<file path="config.mk">
export PLATFORM = sky130hd
export DESIGN_NAME = cpu_core
export DESIGN_NICKNAME = d
export VERILOG_FILES = /design/src/design/tsc_pkg.sv /design/src/design/cpu_core.sv /design/src/design/execute_unit.sv /design/src/design/register_file.sv /design/src/design/fetch_unit.sv /design/src/design/pipeline_control.sv
export SDC_FILE = /design/constraint.sdc
export NUM_CORES = 1
export LEC_CHECK = 0
export BUFFER_PORTS_ARGS = -buffer_cell sky130_fd_sc_hd__buf_2
export CAP_MARGIN = 10
export CELL_PAD_IN_SITES_DETAIL_PLACEMENT = 0
export CELL_PAD_IN_SITES_GLOBAL_PLACEMENT = 1
export CORE_UTILIZATION = 48
export DETAILED_ROUTE_END_ITERATION = 8
export PLACE_DENSITY = 0.92
export SLEW_MARGIN = 40
export SYNTH_ARGS = -nofsm -noshare
export SYNTH_HDL_FRONTEND = slang
export SYNTH_SLANG_ARGS = --single-unit
</file>
<file path="constraint.sdc">
create_clock -name clk -period 5.6 [get_ports clk]
set_input_delay 0.56 -clock clk [delete_from_list [all_inputs] [get_ports clk]]
set_output_delay 0.56 -clock clk [all_outputs]
set_load 0.03 [all_outputs]
</file>
<file path="src/design/tsc_pkg.sv">
`default_nettype none

package tsc_pkg;

    ////////////////////////////////////////////////////////////
    // Sizes
    localparam int word_width     = 16;
    localparam int reg_addr_width = 2;
    localparam int num_regs       = 4;
    localparam int imm_width      = 8;

    ////////////////////////////////////////////////////////////
    // Instruction fields
    localparam int opcode_msb = 15;
    localparam int opcode_lsb = 12;
    localparam int rs_msb     = 11;
    localparam int rs_lsb     = 10;
    localparam int rt_msb     = 9;
    localparam int rt_lsb     = 8;
    localparam int rd_msb     = 7;
    localparam int rd_lsb     = 6;
    localparam int funct_msb  = 5;
    localparam int funct_lsb  = 0;
    localparam int imm_msb    = 7;
    localparam int imm_lsb    = 0;

    typedef logic [word_width-1:0]     word_t;
    typedef logic [reg_addr_width-1:0] reg_addr_t;

    typedef enum logic [opcode_msb-opcode_lsb:0] {
        op_adi   = 4'd4,
        op_ori   = 4'd5,
        op_lhi   = 4'd6,
        op_rtype = 4'd15
    } opcode_e;

    typedef enum logic [funct_msb-funct_lsb:0] {
        fn_add = 6'd0,
        fn_sub = 6'd1,
        fn_and = 6'd2,
        fn_orr = 6'd3,
        fn_not = 6'd4,
        fn_tcp = 6'd5,
        fn_shl = 6'd6,
        fn_shr = 6'd7,
        fn_wwd = 6'd28,
        fn_hlt = 6'd29
    } funct_e;

    // Same order as function codes 0..7
    typedef enum logic [2:0] {
        alu_add,
        alu_sub,
        alu_and,
        alu_or,
        alu_not,
        alu_tcp,
        alu_shl,
        alu_shr
    } alu_op_e;

    typedef enum logic [1:0] {
        imm_none,   // Register B
        imm_sign,
        imm_zero,
        imm_high
    } imm_kind_e;

endpackage

`default_nettype wire
</file>
<file path="src/design/cpu_core.sv">
`timescale 1ns/1ps
`default_nettype none

module cpu_core (
    input  logic           clk,
    input  logic           reset_n,
    input  tsc_pkg::word_t inst_data,
    output tsc_pkg::word_t inst_addr,
    output logic           read_inst,
    output tsc_pkg::word_t output_port,
    output tsc_pkg::word_t num_inst,
    output logic           is_halted
);
    import tsc_pkg::*;

    word_t                if_inst;
    logic                 if_valid;
    logic                 fetch_en;
    logic                 fetch_kill;
    reg_addr_t            rs_addr;
    reg_addr_t            rt_addr;
    word_t                rs_data;
    word_t                rt_data;
    alu_op_e              alu_op;
    imm_kind_e            imm_kind;
    logic [imm_width-1:0] imm;
    logic                 fwd_a;
    logic                 fwd_b;
    logic                 ex_load;
    logic                 wr_en;
    reg_addr_t            wr_addr;
    word_t                wb_result;

    assign read_inst = fetch_en;    // Fetch runs until HLT

    pipeline_control i_pipeline_control (
        .clk         (clk),
        .reset_n     (reset_n),
        .if_inst     (if_inst),
        .if_valid    (if_valid),
        .wb_result   (wb_result),
        .fetch_en    (fetch_en),
        .fetch_kill  (fetch_kill),
        .rs_addr     (rs_addr),
        .rt_addr     (rt_addr),
        .alu_op      (alu_op),
        .imm_kind    (imm_kind),
        .imm         (imm),
        .fwd_a       (fwd_a),
        .fwd_b       (fwd_b),
        .ex_load     (ex_load),
        .wr_en       (wr_en),
        .wr_addr     (wr_addr),
        .output_port (output_port),
        .num_inst    (num_inst),
        .is_halted   (is_halted)
    );

    fetch_unit i_fetch_unit (
        .clk        (clk),
        .reset_n    (reset_n),
        .fetch_en   (fetch_en),
        .fetch_kill (fetch_kill),
        .inst_data  (inst_data),
        .inst_addr  (inst_addr),
        .if_inst    (if_inst),
        .if_valid   (if_valid)
    );

    register_file i_register_file (
        .clk     (clk),
        .reset_n (reset_n),
        .rs_addr (rs_addr),
        .rt_addr (rt_addr),
        .wr_addr (wr_addr),
        .wr_en   (wr_en),
        .wr_data (wb_result),
        .rs_data (rs_data),
        .rt_data (rt_data)
    );

    execute_unit i_execute_unit (
        .clk       (clk),
        .reset_n   (reset_n),
        .rs_data   (rs_data),
        .rt_data   (rt_data),
        .alu_op    (alu_op),
        .imm_kind  (imm_kind),
        .imm       (imm),
        .fwd_a     (fwd_a),
        .fwd_b     (fwd_b),
        .ex_load   (ex_load),
        .wb_result (wb_result)
    );

endmodule

`default_nettype wire

</file>
<file path="src/design/execute_unit.sv">
`timescale 1ns/1ps
`default_nettype none

module execute_unit (
    input  logic                          clk,
    input  logic                          reset_n,
    input  tsc_pkg::word_t                rs_data,
    input  tsc_pkg::word_t                rt_data,
    input  tsc_pkg::alu_op_e              alu_op,
    input  tsc_pkg::imm_kind_e            imm_kind,
    input  logic [tsc_pkg::imm_width-1:0] imm,
    input  logic                          fwd_a,
    input  logic                          fwd_b,
    input  logic                          ex_load,
    output tsc_pkg::word_t                wb_result
);
    import tsc_pkg::*;

    // ID/EX
    alu_op_e              op_q;
    imm_kind_e            kind_q;
    word_t                a_q;
    word_t                b_q;
    logic [imm_width-1:0] imm_q;

    word_t src_a;
    word_t src_b;
    word_t alu_out;

    always_ff @(posedge clk) begin
        if (reset_n) begin
            op_q   <= alu_add;
            kind_q <= imm_none;
        end else if (ex_load) begin
            op_q   <= alu_op;
            kind_q <= imm_kind;
        end
    end

    always_ff @(posedge clk) begin
        if (ex_load) begin
            a_q   <= rs_data;
            b_q   <= rt_data;
            imm_q <= imm;
        end
    end

    ////////////////////////////////////////////////////////////
    // Operands
    always_comb begin
        src_a = fwd_a ? wb_result : a_q;
        if (kind_q == imm_high)
            src_a = '0;                 // LHI ignores rs
        case (kind_q)
            imm_sign: src_b = {{(word_width-imm_width){imm_q[imm_width-1]}}, imm_q};
            imm_zero: src_b = {{(word_width-imm_width){1'b0}}, imm_q};
            imm_high: src_b = {imm_q, {(word_width-imm_width){1'b0}}};
            default:  src_b = fwd_b ? wb_result : b_q;
        endcase
    end

    ////////////////////////////////////////////////////////////
    // ALU
    always_comb begin
        case (op_q)
            alu_add: alu_out = src_a + src_b;
            alu_sub: alu_out = src_a - src_b;
            alu_and: alu_out = src_a & src_b;
            alu_or:  alu_out = src_a | src_b;
            alu_not: alu_out = ~src_a;
            alu_tcp: alu_out = ~src_a + 1'b1;
            alu_shl: alu_out = {src_a[word_width-2:0], 1'b0};
            alu_shr: alu_out = {src_a[word_width-1], src_a[word_width-1:1]};  // Arithmetic
            default: alu_out = '0;
        endcase
    end

    // EX/WB result
    always_ff @(posedge clk) begin
        wb_result <= alu_out;
    end

endmodule

`default_nettype wire

</file>
<file path="src/design/register_file.sv">
`timescale 1ns/1ps
`default_nettype none

module register_file (
    input  logic               clk,
    input  logic               reset_n,
    input  tsc_pkg::reg_addr_t rs_addr,
    input  tsc_pkg::reg_addr_t rt_addr,
    input  tsc_pkg::reg_addr_t wr_addr,
    input  logic               wr_en,
    input  tsc_pkg::word_t     wr_data,
    output tsc_pkg::word_t     rs_data,
    output tsc_pkg::word_t     rt_data
);
    import tsc_pkg::*;

    word_t regs [num_regs];

    always_ff @(posedge clk) begin
        if (reset_n)
            regs <= '{default: '0};
        else if (wr_en)
            regs[wr_addr] <= wr_data;
    end

    // Write-through, decode sees this cycle's write-back
    assign rs_data = (wr_en && wr_addr == rs_addr) ? wr_data : regs[rs_addr];
    assign rt_data = (wr_en && wr_addr == rt_addr) ? wr_data : regs[rt_addr];

endmodule

`default_nettype wire

</file>
<file path="src/design/fetch_unit.sv">
`timescale 1ns/1ps
`default_nettype none

module fetch_unit (
    input  logic           clk,
    input  logic           reset_n,
    input  logic           fetch_en,
    input  logic           fetch_kill,
    input  tsc_pkg::word_t inst_data,
    output tsc_pkg::word_t inst_addr,
    output tsc_pkg::word_t if_inst,
    output logic           if_valid
);
    import tsc_pkg::*;

    word_t pc;

    assign inst_addr = pc;

    always_ff @(posedge clk) begin
        if (reset_n) begin
            pc       <= '0;
            if_valid <= 1'b0;
        end else begin
            if (fetch_kill)
                if_valid <= 1'b0;
            else if (fetch_en)
                if_valid <= 1'b1;
            if (fetch_en)
                pc <= pc + 1'b1;    // Word addressed
        end
    end

    // IF/ID instruction
    always_ff @(posedge clk) begin
        if (fetch_en)
            if_inst <= inst_data;
    end

endmodule

`default_nettype wire

</file>
<file path="src/design/pipeline_control.sv">
`timescale 1ns/1ps
`default_nettype none

module pipeline_control (
    input  logic                          clk,
    input  logic                          reset_n,
    input  tsc_pkg::word_t                if_inst,
    input  logic                          if_valid,
    input  tsc_pkg::word_t                wb_result,
    output logic                          fetch_en,
    output logic                          fetch_kill,
    output tsc_pkg::reg_addr_t            rs_addr,
    output tsc_pkg::reg_addr_t            rt_addr,
    output tsc_pkg::alu_op_e              alu_op,
    output tsc_pkg::imm_kind_e            imm_kind,
    output logic [tsc_pkg::imm_width-1:0] imm,
    output logic                          fwd_a,
    output logic                          fwd_b,
    output logic                          ex_load,
    output logic                          wr_en,
    output tsc_pkg::reg_addr_t            wr_addr,
    output tsc_pkg::word_t                output_port,
    output tsc_pkg::word_t                num_inst,
    output logic                          is_halted
);
    import tsc_pkg::*;

    opcode_e   dec_opcode;
    funct_e    dec_funct;
    reg_addr_t dec_dst;
    logic      dec_write;
    logic      dec_wwd;
    logic      dec_halt;
    logic      halt_in_id;
    logic      halt_pending;

    // ID/EX and EX/WB control
    logic      id_ex_valid, id_ex_write, id_ex_wwd, id_ex_halt;
    reg_addr_t id_ex_dst, id_ex_rs, id_ex_rt;
    logic      ex_wb_valid, ex_wb_write, ex_wb_wwd, ex_wb_halt;
    reg_addr_t ex_wb_dst;

    ////////////////////////////////////////////////////////////
    // Decode
    assign dec_opcode = opcode_e'(if_inst[opcode_msb:opcode_lsb]);
    assign dec_funct  = funct_e'(if_inst[funct_msb:funct_lsb]);
    assign rs_addr    = if_inst[rs_msb:rs_lsb];
    assign rt_addr    = if_inst[rt_msb:rt_lsb];
    assign imm        = dec_wwd ? '0 : if_inst[imm_msb:imm_lsb];  // WWD adds zero

    always_comb begin
        alu_op    = alu_add;
        imm_kind  = imm_none;
        dec_dst   = if_inst[rt_msb:rt_lsb];
        dec_write = 1'b0;
        dec_wwd   = 1'b0;
        dec_halt  = 1'b0;
        case (dec_opcode)
            op_adi: begin
                imm_kind  = imm_sign;
                dec_write = 1'b1;
            end
            op_ori: begin
                alu_op    = alu_or;
                imm_kind  = imm_zero;
                dec_write = 1'b1;
            end
            op_lhi: begin
                imm_kind  = imm_high;
                dec_write = 1'b1;
            end
            op_rtype: begin
                dec_dst = if_inst[rd_msb:rd_lsb];
                case (dec_funct)
                    fn_add, fn_sub, fn_and, fn_orr, fn_not, fn_tcp, fn_shl, fn_shr: begin
                        alu_op    = alu_op_e'(dec_funct[2:0]);
                        dec_write = 1'b1;
                    end
                    fn_wwd: begin
                        imm_kind = imm_zero;
                        dec_wwd  = 1'b1;
                    end
                    fn_hlt: dec_halt = 1'b1;
                    default: ;      // No-op
                endcase
            end
            default: ;
        endcase
    end

    ////////////////////////////////////////////////////////////
    // Fetch control
    assign halt_in_id = if_valid && dec_halt;
    assign fetch_en   = !(halt_in_id || halt_pending);
    assign fetch_kill = halt_in_id;     // Drop the word behind HLT
    assign ex_load    = if_valid;

    // Write-back result into execute
    assign fwd_a   = ex_wb_write && (ex_wb_dst == id_ex_rs);
    assign fwd_b   = ex_wb_write && (ex_wb_dst == id_ex_rt);
    assign wr_en   = ex_wb_write;
    assign wr_addr = ex_wb_dst;

    always_ff @(posedge clk) begin
        if (reset_n) begin
            halt_pending <= 1'b0;
            id_ex_valid  <= 1'b0;
            id_ex_write  <= 1'b0;
            id_ex_wwd    <= 1'b0;
            id_ex_halt   <= 1'b0;
            ex_wb_valid  <= 1'b0;
            ex_wb_write  <= 1'b0;
            ex_wb_wwd    <= 1'b0;
            ex_wb_halt   <= 1'b0;
            num_inst     <= '0;
            output_port  <= '0;
            is_halted    <= 1'b0;
        end else begin
            if (halt_in_id)
                halt_pending <= 1'b1;
            id_ex_valid <= if_valid;
            id_ex_write <= if_valid && dec_write;
            id_ex_wwd   <= if_valid && dec_wwd;
            id_ex_halt  <= halt_in_id;
            ex_wb_valid <= id_ex_valid;
            ex_wb_write <= id_ex_write;
            ex_wb_wwd   <= id_ex_wwd;
            ex_wb_halt  <= id_ex_halt;

            // Retire
            if (ex_wb_valid)
                num_inst <= num_inst + 1'b1;
            if (ex_wb_wwd)
                output_port <= wb_result;
            if (ex_wb_halt)
                is_halted <= 1'b1;  // Held until reset
        end
    end

    always_ff @(posedge clk) begin
        id_ex_dst <= dec_dst;
        id_ex_rs  <= rs_addr;
        id_ex_rt  <= rt_addr;
        ex_wb_dst <= id_ex_dst;
    end

endmodule

`default_nettype wire

</file>
; Yosys cells after proc, flatten, opt, wreduce, memory -nomap -nowiden
; Cells that the tools add are included.
[totals]
register_bits = 208
in_bits = 18
out_inout_bits = 50
wordCells = 113
[classes]
add_sub_neg = 5
n_lt_le_gt_ge = 4
n_eq_ne = 27
muxes = 27
bitwise_logic = 6
reduce_logical = 15
[ops]
columns = operator, count
row1 = two-way mux 16 bit, 10
row2 = one-hot mux 16 bit (8 select lines), 1
row3 = binary-select mux 16 bit (select 2 bit), 2
row4 = bitwise mux 64 bit, 1
row5 = adder 16 x 1 -> 16 bit (second input constant), 3
row6 = one-hot mux 16 bit (3 select lines), 1
row7 = demux 16 bit (select 2 bit), 1
row8 = equality test 6 x 3 -> 1 bit (second input constant), 4
row9 = adder 16 bit, 1
row10 = AND 16 bit, 1
row11 = inverter 16 bit, 1
row12 = bitwise OR 16 bit, 1
row13 = subtractor 16 bit, 1
row14 = equality test 3 bit (second input constant), 4
row15 = equality test 4 x 3 -> 1 bit (second input constant), 3
row16 = equality test 6 x 2 -> 1 bit (second input constant), 2
row17 = equality test 6 x 5 -> 1 bit (second input constant), 2
row18 = greater-or-equal comparator 3 bit (second input constant), 3
row19 = inverter 2 -> 3 bit, 3
row20 = equality test 2 bit, 4
row21 = logical AND 1 bit, 8
row22 = one-hot mux 2 bit (4 select lines), 1
row23 = OR reduction 8 bit, 1
row24 = equality test 3 x 2 -> 1 bit (second input constant), 2
row25 = other kinds (17), 23

; Logic depth before layout (Yosys ltp)
; Gate-level depths: netlist (run 1).
[logic_depth]
ltp_word = 7
mapped_depth = 19
depth_no_buf = 17

; Modules after synthesis
; From an unflattened synthesis (run 1), not the netlist that was laid out.
[unflattened]
hier_cells = 1183
hier_area_um2 = 11501.0
[by_module_without_submodules]
columns = mod, instances, cells_per_inst, area_each_um2, seq_area_each_um2
row1 = execute_unit, 1, 503, 4579.4, 1621.6
row2 = register_file, 1, 366, 3627.2, 1281.2
row3 = pipeline_control, 1, 211, 2026.9, 1001.0
row4 = fetch_unit, 1, 103, 1267.5, 820.8

; Worst setup path before layout (run 1)
; Ideal clock, no wire load.
[synth_timing]
path_type = reg-to-reg
start = reg i_pipeline_control.ex_wb_dst[0] (netlist: i_pipeline_control.wr_addr[0])
end = reg i_execute_unit.wb_result[14]
setup_time_ns = 0.122
arrival_ns = 3.890
required_time_ns = 5.478
setup_slack_ns = 1.589
stages_incl_launch_ff = 18
n_path_buf = 1
synth_period_minus_slack_ns = 4.011
cell_sequence = dfxtp_1 -> xnor2_1 -> nand3_1 -> buf_6 -> mux2i_1 -> o221ai_1 -> nor3_2 -> nand2_1 -> o21ai_0 -> xor2_1 -> ha_1 -> o21a_1 -> o21ai_0 -> a41oi_1 -> o41ai_1 -> o21ai_0 -> xor2_1 -> a221o_1
[synth_between]
elab_chain_cells = 7
elab_cells_between_ends = 15
cone_classes = 3 x add/sub / 2 x eq/ne / 5 x mux / 3 x bitwise / 2 x reduce/logical
[synth_lines]
columns = item, line
row1 = "start, declared", pipeline_control.sv:41  ; reg_addr_t ex_wb_dst;
row2 = "start signal, assigned", pipeline_control.sv:144  ; ex_wb_dst <= id_ex_dst;
row3 = branches (longest 6 deep; another with subtractor 16 bit), -
row4 = one-hot mux 16 bit (8 select lines) *, execute_unit.sv:65  ; case (op_q)
row5 = named net i_execute_unit.alu_out[14], execute_unit.sv:28  ; word_t alu_out;
row6 = "end signal, assigned", execute_unit.sv:80  ; wb_result <= alu_out;
row7 = "end, declared", execute_unit.sv:15  ; output tsc_pkg::word_t wb_result
; Mark *: on every way through the listed nets, which the timed path passes.
; A chain may end at the register's enable or synchronous reset.

; Worst setup path after layout (run 1)
; Ends and elaborated chain as after synthesis.

==> results of run 1 <==
-- cell usage after synthesis (5+ instances only) --
cell	instances	area, um2
nor2b_1	17	106
nor3_1	23	115
buf_1	6	22.5
maj3_1	5	50.1
o31ai_1	8	60.1
clkbuf_1	79	297
o21ai_0	38	190
o21a_1	7	52.6
xnor2_1	28	245
a211oi_1	8	60.1
dfxtp_1	152	3040
nand4_1	13	81.3
or2_2	7	43.8
nand3_1	35	175
mux4_2	33	743
mux2i_1	36	360
nand2_1	199	747
xor2_1	39	342
mux2_2	36	405
a221oi_1	7	61.3
inv_1	12	45.0
or3_1	8	50.1
and3_1	18	113
o22ai_1	5	31.3
a311oi_1	5	43.8
nor4_1	7	43.8
ha_1	21	263
nand2b_1	5	31.3
edfxtp_1	56	1680
a31oi_1	8	50.1
a21oi_1	111	556
and2_1	6	37.5
nor2_1	106	398
-- cell families (layout without fill, tap and decap cells) --
logic type	count (synthesis)	in the layout	synth area share (%)
and+or+nand+nor	467	467	19.0
AOI/OAI and AO/OA	247	247	13.6
DFF	208	208	41.7
buffers and inverters	106	143	3.72
muxes	105	105	13.3
xor gates and xnor gates	71	71	5.76
adders and majority gates	27	27	2.94
-- through the flow --
stage	area (um2)	instances	utilization, %	setup slack (ns)
floorplan	11300	1231	-	1.59
global placement	11800	1539	51.6	0.856
detailed placement	11900	1542	51.9	0.634
CTS	12600	1581	55.0	0.624
global route	12600	1581	55.1	0.0342
finish	12600	1581	55.1	0.483
-- state kept, by name (all words and copies together), names as in the netlist, 2 cells and up --
name	count
i_execute_unit.wb_result	16
i_pipeline_control.num_inst	16
i_pipeline_control.id_ex_rt	2
i_fetch_unit.inst_addr	16
i_register_file.regs	64
i_pipeline_control.wr_addr	2
i_execute_unit.a_q	16
i_pipeline_control.id_ex_rs	2
i_execute_unit.kind_q	2
i_pipeline_control.output_port	16
i_execute_unit.op_q	3
i_pipeline_control.id_ex_dst	2
i_execute_unit.imm_q	8
i_execute_unit.b_q	16
i_fetch_unit.if_inst	16
-- worst paths after layout --
check / cells after the start / slack (ns) / end
setup / recovery: 16 / 0.48 / i_execute_unit.wb_result[14]$_DFF_P_
hold reg to reg: 0 / 0.31 / i_pipeline_control.wr_addr[1]$_DFF_P_
setup reg to reg: 16 / 0.48 / i_execute_unit.wb_result[14]$_DFF_P_
hold / removal: 1 / 0.22 / i_fetch_unit.if_inst[15]$_DFFE_PP_
-- report_power, final --
group	internal [W]	switching (W)
clock network	0.000828	0.000610
registers	0.00162	0.000215
logic	0.000216	0.000304
-- layer usage --
metal | GRT usage, % | part of all wire (%) | vias to the layer above | wire length, um
li1 | - | - | 4459 | -
met1 | 34.7 | 42 | 4472 | 13000
met2 | 43.4 | 47 | 402 | 14600
met3 | 3.61 | 7.1 | 88 | 2200
met4 | 9.80 | 3.6 | 0 | 1110
met5 | 0 | 0 | - | 0
-- layout make-up --
type | count | area, um2
Fill cell | 2013 | 10300
Multi-Input combinational cell | 917 | 6240
Sequential cell | 208 | 4730
Clock buffer | 31 | 624
Timing Repair Buffer | 88 | 503
Tap cell | 313 | 392
Clock inverter | 8 | 90.1
Inverter | 16 | 60.1
==> results.sh, run 1 <==
export IMPL_diodes=0
export IMPL_finalCritPeriodShare_pct=91.4
export IMPL_drc=0
export IMPL_cts_setup_buffers=0
export IMPL_antenna_found_initial=0
export IMPL_worstPathArrival_ns=5.53
export IMPL_outcome="finished, final reports clean"
export IMPL_crit_path_start_kind="register"
export IMPL_grt_pass1_vias=9030
export IMPL_die_area_um2=24200
export IMPL_drt_iter0_drc=898
export IMPL_max_clock_freq_mhz=195
export IMPL_viasPerCell=5.96
export IMPL_track_usage_pct=26.1
export IMPL_routed_wl_um=30900
export IMPL_clkSinkCount=208
export IMPL_finalMaxSlewViolations=0
export IMPL_fin_crit_ns=5.12
export IMPL_setup_violations=0
export IMPL_power_density_nw_per_um2=300
export IMPL_layout_common_cells="nand2_1, dfxtp_1, a21oi_1, nor2_1, buf_2"
export IMPL_maxCapViolCount=0
export IMPL_final_layout_size_suffix_gt1_share_pct=17.9
export IMPL_ys_async_sr_fraction_pct=0
export IMPL_hold_worst_slack_ns=0.224
export IMPL_cts_hold_buf=0
export IMPL_ys_warn_count=0
export IMPL_final_common_cell="nand2_1"
export IMPL_max_slew_worst_pin_slew_ns=0.829
export IMPL_cts_reportedPaths_clkPinSlew_ns=0.08
export IMPL_synth_flop_cell="dfxtp_1"
export IMPL_cts_resized=0
export IMPL_setup_tns_final_ns=0
export IMPL_p_total_w=0.00379
export IMPL_syn_avg_cell_area_um2=9.20
export IMPL_cts_root_buffer="clkbuf_16"
export IMPL_ant_nets=0
export IMPL_synth_edf_count=56
export IMPL_dr_pass1_iters=5
export IMPL_overflow=0
export IMPL_grt_max_degree=105
export IMPL_slowest_delay_ns=0.72
export IMPL_num_vias=9421
export IMPL_startpoint="i_pipeline_control.wr_addr[0]$_DFF_P_"
export IMPL_final_hold_viol_count=0
export IMPL_ir_drop_mv=0.212
export IMPL_portBuffers=67
export IMPL_h_tree_depth=1
export IMPL_dp_hpwl_um=20800
export IMPL_fin_skew_ns=0.0288
export IMPL_cpMaxStageDelayCell="dfxtp_1"
export IMPL_ys_types=78
export IMPL_syn_nets=1271
export IMPL_path_class="reg2reg"
export IMPL_end_kind="register"
export IMPL_nets=1293
export IMPL_die_y_um=156
export IMPL_cts_buffer_depth=3
export IMPL_path_cells="xnor2_1 > nand3_1 > mux2i_1 > o221ai_1 > nor3_2 > nand2_1 > o21ai_0 > xor2_1 > ha_1 > o21a_1 > o21ai_0 > a41oi_1 > o41ai_1 > o21ai_0 > xor2_1 > a221o_1"
export IMPL_start_util_pct=49.4
export IMPL_place_gp_congestion=0.999
export IMPL_cp_data_required_time_ns=6.01
export IMPL_path_max_fanout=13
export IMPL_p_leak_nw=4.80
export IMPL_synth_cells=1231
export IMPL_area_growth_pct=11.6
export IMPL_numCtsBuffers=22
export IMPL_crit_buf_inv=0
export IMPL_critPathMostFrequentCell="o21ai_0"
export IMPL_cp_top_family="compound AO/OA/AOI/OAI gates"
export IMPL_reg2reg_from="i_pipeline_control.wr_addr[0]$_DFF_P_"
export IMPL_ys_ff_latch=208
export IMPL_pin_count=68
export IMPL_die_x_um=156
export IMPL_routedWlPerCell_um=19.6
export IMPL_worstHoldStart="inst_data[15]"
export IMPL_hp_class="in2reg"
export IMPL_rsz0062_at_grt="false"
export IMPL_design_core_area_um2=22900
export IMPL_max_slew_margin_rel_pct=44.7
export IMPL_syn_cell_area_um2=11300
export IMPL_clock_latency_ns=0.53
export IMPL_cts_tree="done"
export IMPL_grt_pass1_wl_um=49700
export IMPL_yosysSeqAreaShare_pct=41.7
export IMPL_row_count=55
(Power assumes the default switching activity.)
==> inputs of run 2 (changes only) <==
--- a/config.mk
+++ b/config.mk
@@ -11,7 +11,7 @@
 export CELL_PAD_IN_SITES_GLOBAL_PLACEMENT = 1
 export CORE_UTILIZATION = 48
 export DETAILED_ROUTE_END_ITERATION = 8
-export PLACE_DENSITY = 0.92
+export PLACE_DENSITY = 0.82
 export SLEW_MARGIN = 40
 export SYNTH_ARGS = -nofsm -noshare
 export SYNTH_HDL_FRONTEND = slang
==> run 2 against run 1 <==
Cell area up 1.1%. Largest cell class unchanged. Clock skew decreased by 0.019 ns. Fmax is 0.35% higher. Clock power up 16%. Die area stayed put. Setup slack better by 0.018 ns. Combinational power rose by 1%. Highest routed layer unchanged. Sequential cell count unchanged. Core utilization rose by 0.62 points. Total power is 5.4% higher. Sequential share of layout area decreased by 0.42 points. First-iteration DRC count is 21% lower.
==> results.sh, run 2 (synthesis gave the netlist of run 1 again) <==
export IMPL_overflow=0
export IMPL_antenna_found_initial=0
export IMPL_hp_class="in2reg"
export IMPL_rsz0062_at_grt="false"
export IMPL_pin_count=68
export IMPL_routed_wl_um=30700
export IMPL_setup_tns_final_ns=0
export IMPL_portBuffers=67
export IMPL_cts_buffer_depth=3
export IMPL_place_gp_congestion=0.889
export IMPL_cts_root_buffer="clkbuf_16"
export IMPL_cts_tree="done"
export IMPL_die_y_um=156
export IMPL_fin_skew_ns=0.00997
export IMPL_holdPathStages=1
export IMPL_row_count=55
export IMPL_path_max_fanout=13
export IMPL_nets=1298
export IMPL_finalMaxSlewViolations=0
export IMPL_finalCritPeriodShare_pct=91.1
export IMPL_hold_end="i_fetch_unit.if_inst[5]$_DFFE_PP_"
export IMPL_num_vias=9259
export IMPL_fin_crit_ns=5.10
export IMPL_dr_pass1_iters=5
export IMPL_max_clock_freq_mhz=196
export IMPL_grt_pass1_vias=8676
export IMPL_ir_drop_mv=0.257
export IMPL_cts_setup_buffers=0
export IMPL_cts_hold_buf=0
export IMPL_final_common_cell="nand2_1"
export IMPL_outcome="finished, final reports clean"
export IMPL_reg2reg_to="i_execute_unit.wb_result[14]$_DFF_P_"
export IMPL_routedWlPerCell_um=19.4
export IMPL_final_hold_viol_count=0
export IMPL_fillers=2045
export IMPL_diodes=0
export IMPL_path_class="reg2reg"
export IMPL_power_density_nw_per_um2=313
export IMPL_cts_reportedPaths_clkPinSlew_ns=0.06
export IMPL_grt_max_degree=102
export IMPL_end_kind="register"
export IMPL_finalCoreUtilization_pct=55.8
export IMPL_track_usage_pct=25.5
export IMPL_grt_pass1_wl_um=48200
export IMPL_cp_data_required_time_ns=6.01
export IMPL_h_tree_depth=1
export IMPL_area_growth_pct=12.8
export IMPL_clock_latency_ns=0.53
export IMPL_start_util_pct=49.4
export IMPL_reg2reg_slack_ns=0.50
export IMPL_max_slew_worst_pin_slew_ns=0.887
export IMPL_viasPerCell=5.83
export IMPL_maxCapViolCount=0
export IMPL_cts_resized=0
export IMPL_drc=0
export IMPL_regMostFlops="i_register_file.regs"
export IMPL_die_area_um2=24200
export IMPL_dp_hpwl_um=20600
export IMPL_layout_common_cells="nand2_1, dfxtp_1, a21oi_1, nor2_1, buf_2"
export IMPL_worstHoldStart="inst_data[5]"
export IMPL_die_x_um=156
export IMPL_final_layout_size_suffix_gt1_share_pct=18.5
export IMPL_largest_reg_flops=64
export IMPL_reg2reg_from="i_pipeline_control.wr_addr[1]$_DFF_P_"
export IMPL_crit_path_start_kind="register"
export IMPL_p_leak_nw=4.88
export IMPL_clkSinkCount=208
export IMPL_reg2reg_depth=16
export IMPL_setup_violations=0
export IMPL_numCtsBuffers=23
export IMPL_max_slew_margin_rel_pct=40.7
export IMPL_drt_iter0_drc=709
export IMPL_worstPathArrival_ns=5.51
export IMPL_design_core_area_um2=22900
export IMPL_ant_nets=0
run 2: worst max path at each step:
| stage | from | end | slack (ns) | cells after the start |
|---|---|---|---|---|
| floorplan | i_pipeline_control.wr_addr[0]$_DFF_P_ | i_execute_unit.wb_result[14]$_DFF_P_ | 1.59 | 17 |
| global placement | i_pipeline_control.wr_addr[1]$_DFF_P_ | i_execute_unit.wb_result[14]$_DFF_P_ | 0.77 | 16 |
| detailed placement | i_pipeline_control.wr_addr[1]$_DFF_P_ | i_execute_unit.wb_result[14]$_DFF_P_ | 0.61 | 16 |
| CTS | i_pipeline_control.wr_addr[1]$_DFF_P_ | i_execute_unit.wb_result[15]$_DFF_P_ | 0.57 | 17 |
| global route | i_pipeline_control.wr_addr[1]$_DFF_P_ | i_execute_unit.wb_result[15]$_DFF_P_ | 0.16 | 17 |
| finish | i_pipeline_control.wr_addr[1]$_DFF_P_ | i_execute_unit.wb_result[14]$_DFF_P_ | 0.50 | 16 |
run 2: area by class of cell:
cell class              count  area [um2]  area share [%]
clock buffers              31         667            5.22
clock inverters            10         176            1.38
flip-flops and latches    208        4730            37.0
well taps                 313         392            3.06
multi-input cells         917        6230            48.8
repair buffers             92         527            4.12
inverters                  16        60.1           0.470
run 2: worst max-delay path: stages, from the launching register on:
cell and delay [ns]:
dfxtp_1 0.76, xnor2_1 0.30, nand3_1 0.50, mux2i_1 0.30, o221ai_1 0.25, nor3_2 0.37, nand2_1 0.14, o21ai_0 0.21
xor2_1 0.19, ha_1 0.29, o21a_1 0.21, o21ai_0 0.16, a41oi_1 0.10, o41ai_1 0.49, o21ai_0 0.20, xor2_1 0.17
a221o_1 0.34
run 2: routing by layer:
layer	GRT usage, %	part of all wire [%]
met2	41.2	46
met1	35.2	45
met4	7.42	2.4
met3	4.17	6.4
met5	0	0
run 2: power breakdown:
group          total [W]  switching, W  leakage [nW]  internal (W)
Combinational   0.000527      0.000311          2.66      0.000216
Sequential       0.00180      0.000180          1.81       0.00162
Clock            0.00167      0.000642         0.409       0.00103
run 2: metrics by stage:
step	instances	area (um2)	power [W]	hold slack (ns)	worst slack [ns]
floorplan	1231	11300	0.00216	0.310	1.59
global placement	1545	11900	0.00234	0.342	0.769
detailed placement	1545	11900	0.00235	0.330	0.613
CTS	1586	12800	0.00402	0.187	0.570
global route	1587	12800	0.00414	0.191	0.158
finish	1587	12800	0.00400	0.203	0.501
==> inputs of run 3 (changes only) <==
--- a/config.mk
+++ b/config.mk
@@ -7,11 +7,11 @@
 export LEC_CHECK = 0
 export BUFFER_PORTS_ARGS = -buffer_cell sky130_fd_sc_hd__buf_2
 export CAP_MARGIN = 10
-export CELL_PAD_IN_SITES_DETAIL_PLACEMENT = 0
-export CELL_PAD_IN_SITES_GLOBAL_PLACEMENT = 1
-export CORE_UTILIZATION = 48
+export CELL_PAD_IN_SITES_DETAIL_PLACEMENT = 1
+export CELL_PAD_IN_SITES_GLOBAL_PLACEMENT = 2
+export CORE_UTILIZATION = 39
 export DETAILED_ROUTE_END_ITERATION = 8
-export PLACE_DENSITY = 0.82
+export PLACE_DENSITY = 0.81
 export SLEW_MARGIN = 40
 export SYNTH_ARGS = -nofsm -noshare
 export SYNTH_HDL_FRONTEND = slang
==> run 3 against run 2 <==
Count of clock-buffer cells in the layout increased by 4. Hold slack got worse by 0.0027 ns. Cell area increased by 0.89%.
==> results.sh, run 3 (synthesis gave the netlist of run 1 again) <==
export IMPL_outcome="finished, final reports clean"
export IMPL_largest_reg_flops=64
export IMPL_routedWlPerCell_um=20.5
export IMPL_row_count=62
export IMPL_max_slew_worst_pin_slew_ns=0.839
export IMPL_setup_tns_final_ns=0
export IMPL_final_layout_size_suffix_gt1_share_pct=19.0
export IMPL_h_tree_depth=1
export IMPL_cts_tree="done"
export IMPL_cts_reportedPaths_clkPinSlew_ns=0.06
export IMPL_track_usage_pct=23.6
export IMPL_power_switching_w=0.00115
export IMPL_final_hold_viol_count=0
export IMPL_pin_count=68
export IMPL_ant_nets=0
export IMPL_finalCritPeriodShare_pct=91.9
export IMPL_grt_max_degree=88
export IMPL_layout_common_cells="nand2_1, dfxtp_1, a21oi_1, nor2_1, buf_2"
export IMPL_worstHoldStart="inst_data[5]"
export IMPL_diodes=0
export IMPL_path_max_fanout=13
export IMPL_drt_iter0_drc=660
export IMPL_cts_root_buffer="clkbuf_16"
export IMPL_nets=1303
export IMPL_die_area_um2=29700
export IMPL_power_density_nw_per_um2=306
export IMPL_viasPerCell=5.65
export IMPL_pwr_share_seq_pct=45.7
export IMPL_hp_class="in2reg"
export IMPL_num_vias=9403
export IMPL_finalMaxSlewViolations=0
export IMPL_rsz0062_at_grt="false"
export IMPL_crit_path_start_kind="register"
export IMPL_routed_wl_um=34200
export IMPL_internal_power_w=0.00280
export IMPL_fin_crit_ns=5.15
export IMPL_dr_pass1_iters=5
export IMPL_regMostFlops="i_register_file.regs"
export IMPL_p_leak_nw=4.90
export IMPL_power_share_clock_pct=40.7
export IMPL_ir_drop_mv=0.196
export IMPL_die_y_um=172
export IMPL_cp_data_required_time_ns=6.00
export IMPL_worstPathArrival_ns=5.55
export IMPL_dp_hpwl_um=23500
export IMPL_swShare_pct=29.1
export IMPL_p_total_w=0.00395
export IMPL_area_growth_pct=13.9
export IMPL_setup_violations=0
export IMPL_grt_pass1_vias=9506
export IMPL_max_slew_margin_rel_pct=43.7
export IMPL_clkSinkCount=208
export IMPL_clock_latency_ns=0.54
export IMPL_design_core_area_um2=28600
export IMPL_numCtsBuffers=24
export IMPL_path_class="reg2reg"
export IMPL_die_x_um=172
export IMPL_reg2reg_from="i_pipeline_control.wr_addr[0]$_DFF_P_"
export IMPL_start_util_pct=39.6
export IMPL_startpoint="i_pipeline_control.wr_addr[0]$_DFF_P_"
export IMPL_fin_skew_ns=0.0302
export IMPL_maxCapViolCount=0
export IMPL_overflow=0
export IMPL_drc=0
export IMPL_end_kind="register"
export IMPL_antenna_found_initial=0
export IMPL_place_gp_congestion=0.871
export IMPL_final_common_cell="nand2_1"
export IMPL_combPwrFrac_pct=13.6
export IMPL_cts_buffer_depth=3
export IMPL_max_clock_freq_mhz=194
export IMPL_portBuffers=67
export IMPL_grt_pass1_wl_um=53800
[run 3: cell types whose count changed in the layout (fill, tap and decap cells not counted), sizes merged]
cell      change
clkbuf        +4
bufinv        -2
buf           +4
clkinvlp      -2
clkinv        +4
inv           -1
[run 3: metal layers]
| layer | GRT usage, % | part of all wire [%] | vias to the layer above | wire [um] |
|---|---|---|---|---|
| met5 | 0 | 0 | - | 0 |
| met4 | 6.81 | 2.7 | 0 | 925 |
| met3 | 3.07 | 4.6 | 63 | 1570 |
| met2 | 40.0 | 48 | 227 | 16400 |
| met1 | 31.2 | 45 | 4638 | 15300 |
| li1 | - | - | 4475 | - |
[run 3: what timing repair did]
item,4_1_cts,5_1_grt
buffers inserted,0,0
hold buffers,0,0
setup endpoints to repair,0,2
hold endpoints to repair,0,0
gates resized for setup,0,1
[run 3: area by class of cell]
cell class                 instances  area [um2]
sequential                       208        4730
clock buffer                      35         702
clock inverter                     9         121
tap                              384         480
fill                            3288       15700
timing repair buffer              96         557
inverter                          16        60.1
multi-input combinational        917        6240
[run 3: power groups by stage]
stage / sequential [W] / clock (W) / combinational [W]
2_1_floorplan: 0.00168 / 0 / 0.000480
5_1_grt: 0.00182 / 0.00169 / 0.000595
4_1_cts: 0.00181 / 0.00164 / 0.000538
6_report: 0.00180 / 0.00161 / 0.000539
3_5_place_dp: 0.00184 / 0 / 0.000535
3_3_place_gp: 0.00184 / 0 / 0.000527
[run 3: worst max-delay path, cell delays in order, from the launching register on]
cell      delay (ns)
dfxtp_1         0.29
buf_4           0.19
xnor2_1         0.42
nand3_1         0.55
mux2i_1         0.31
o221ai_1        0.26
nor3_2          0.39
and2_1          0.23
nor2_1          0.06
xnor2_1         0.15
ha_1            0.38
o21a_1          0.15
nor2_1          0.05
a211oi_1        0.41
nor3_1          0.13
o41ai_1         0.64
nor3_1          0.11
mux2i_1         0.16
nand3_1         0.10
[run 3: final timing paths]
check / to / slack (ns) / depth (start not counted)
worst max register to register: i_execute_unit.wb_result[15]$_DFF_P_ / 0.45 / 18
worst max-delay path: i_execute_unit.wb_result[15]$_DFF_P_ / 0.45 / 18
worst min-delay path: i_fetch_unit.if_inst[5]$_DFFE_PP_ / 0.20 / 1
worst min register to register: i_pipeline_control.wr_addr[1]$_DFF_P_ / 0.37 / 0
[run 3: stage by stage]
step                      util, %  worst slack (ns)  hold slack, ns  instances  instance area (um2)
final                        45.0             0.452           0.200       1665                12900
after global routing         45.0            0.0243           0.187       1665                12900
after CTS                    45.0             0.320           0.176       1664                12900
after detailed placement     42.1             0.350           0.350       1620                12000
after global placement       41.9             0.710           0.351       1620                12000
after floorplan                 -              1.59           0.310       1231                11300
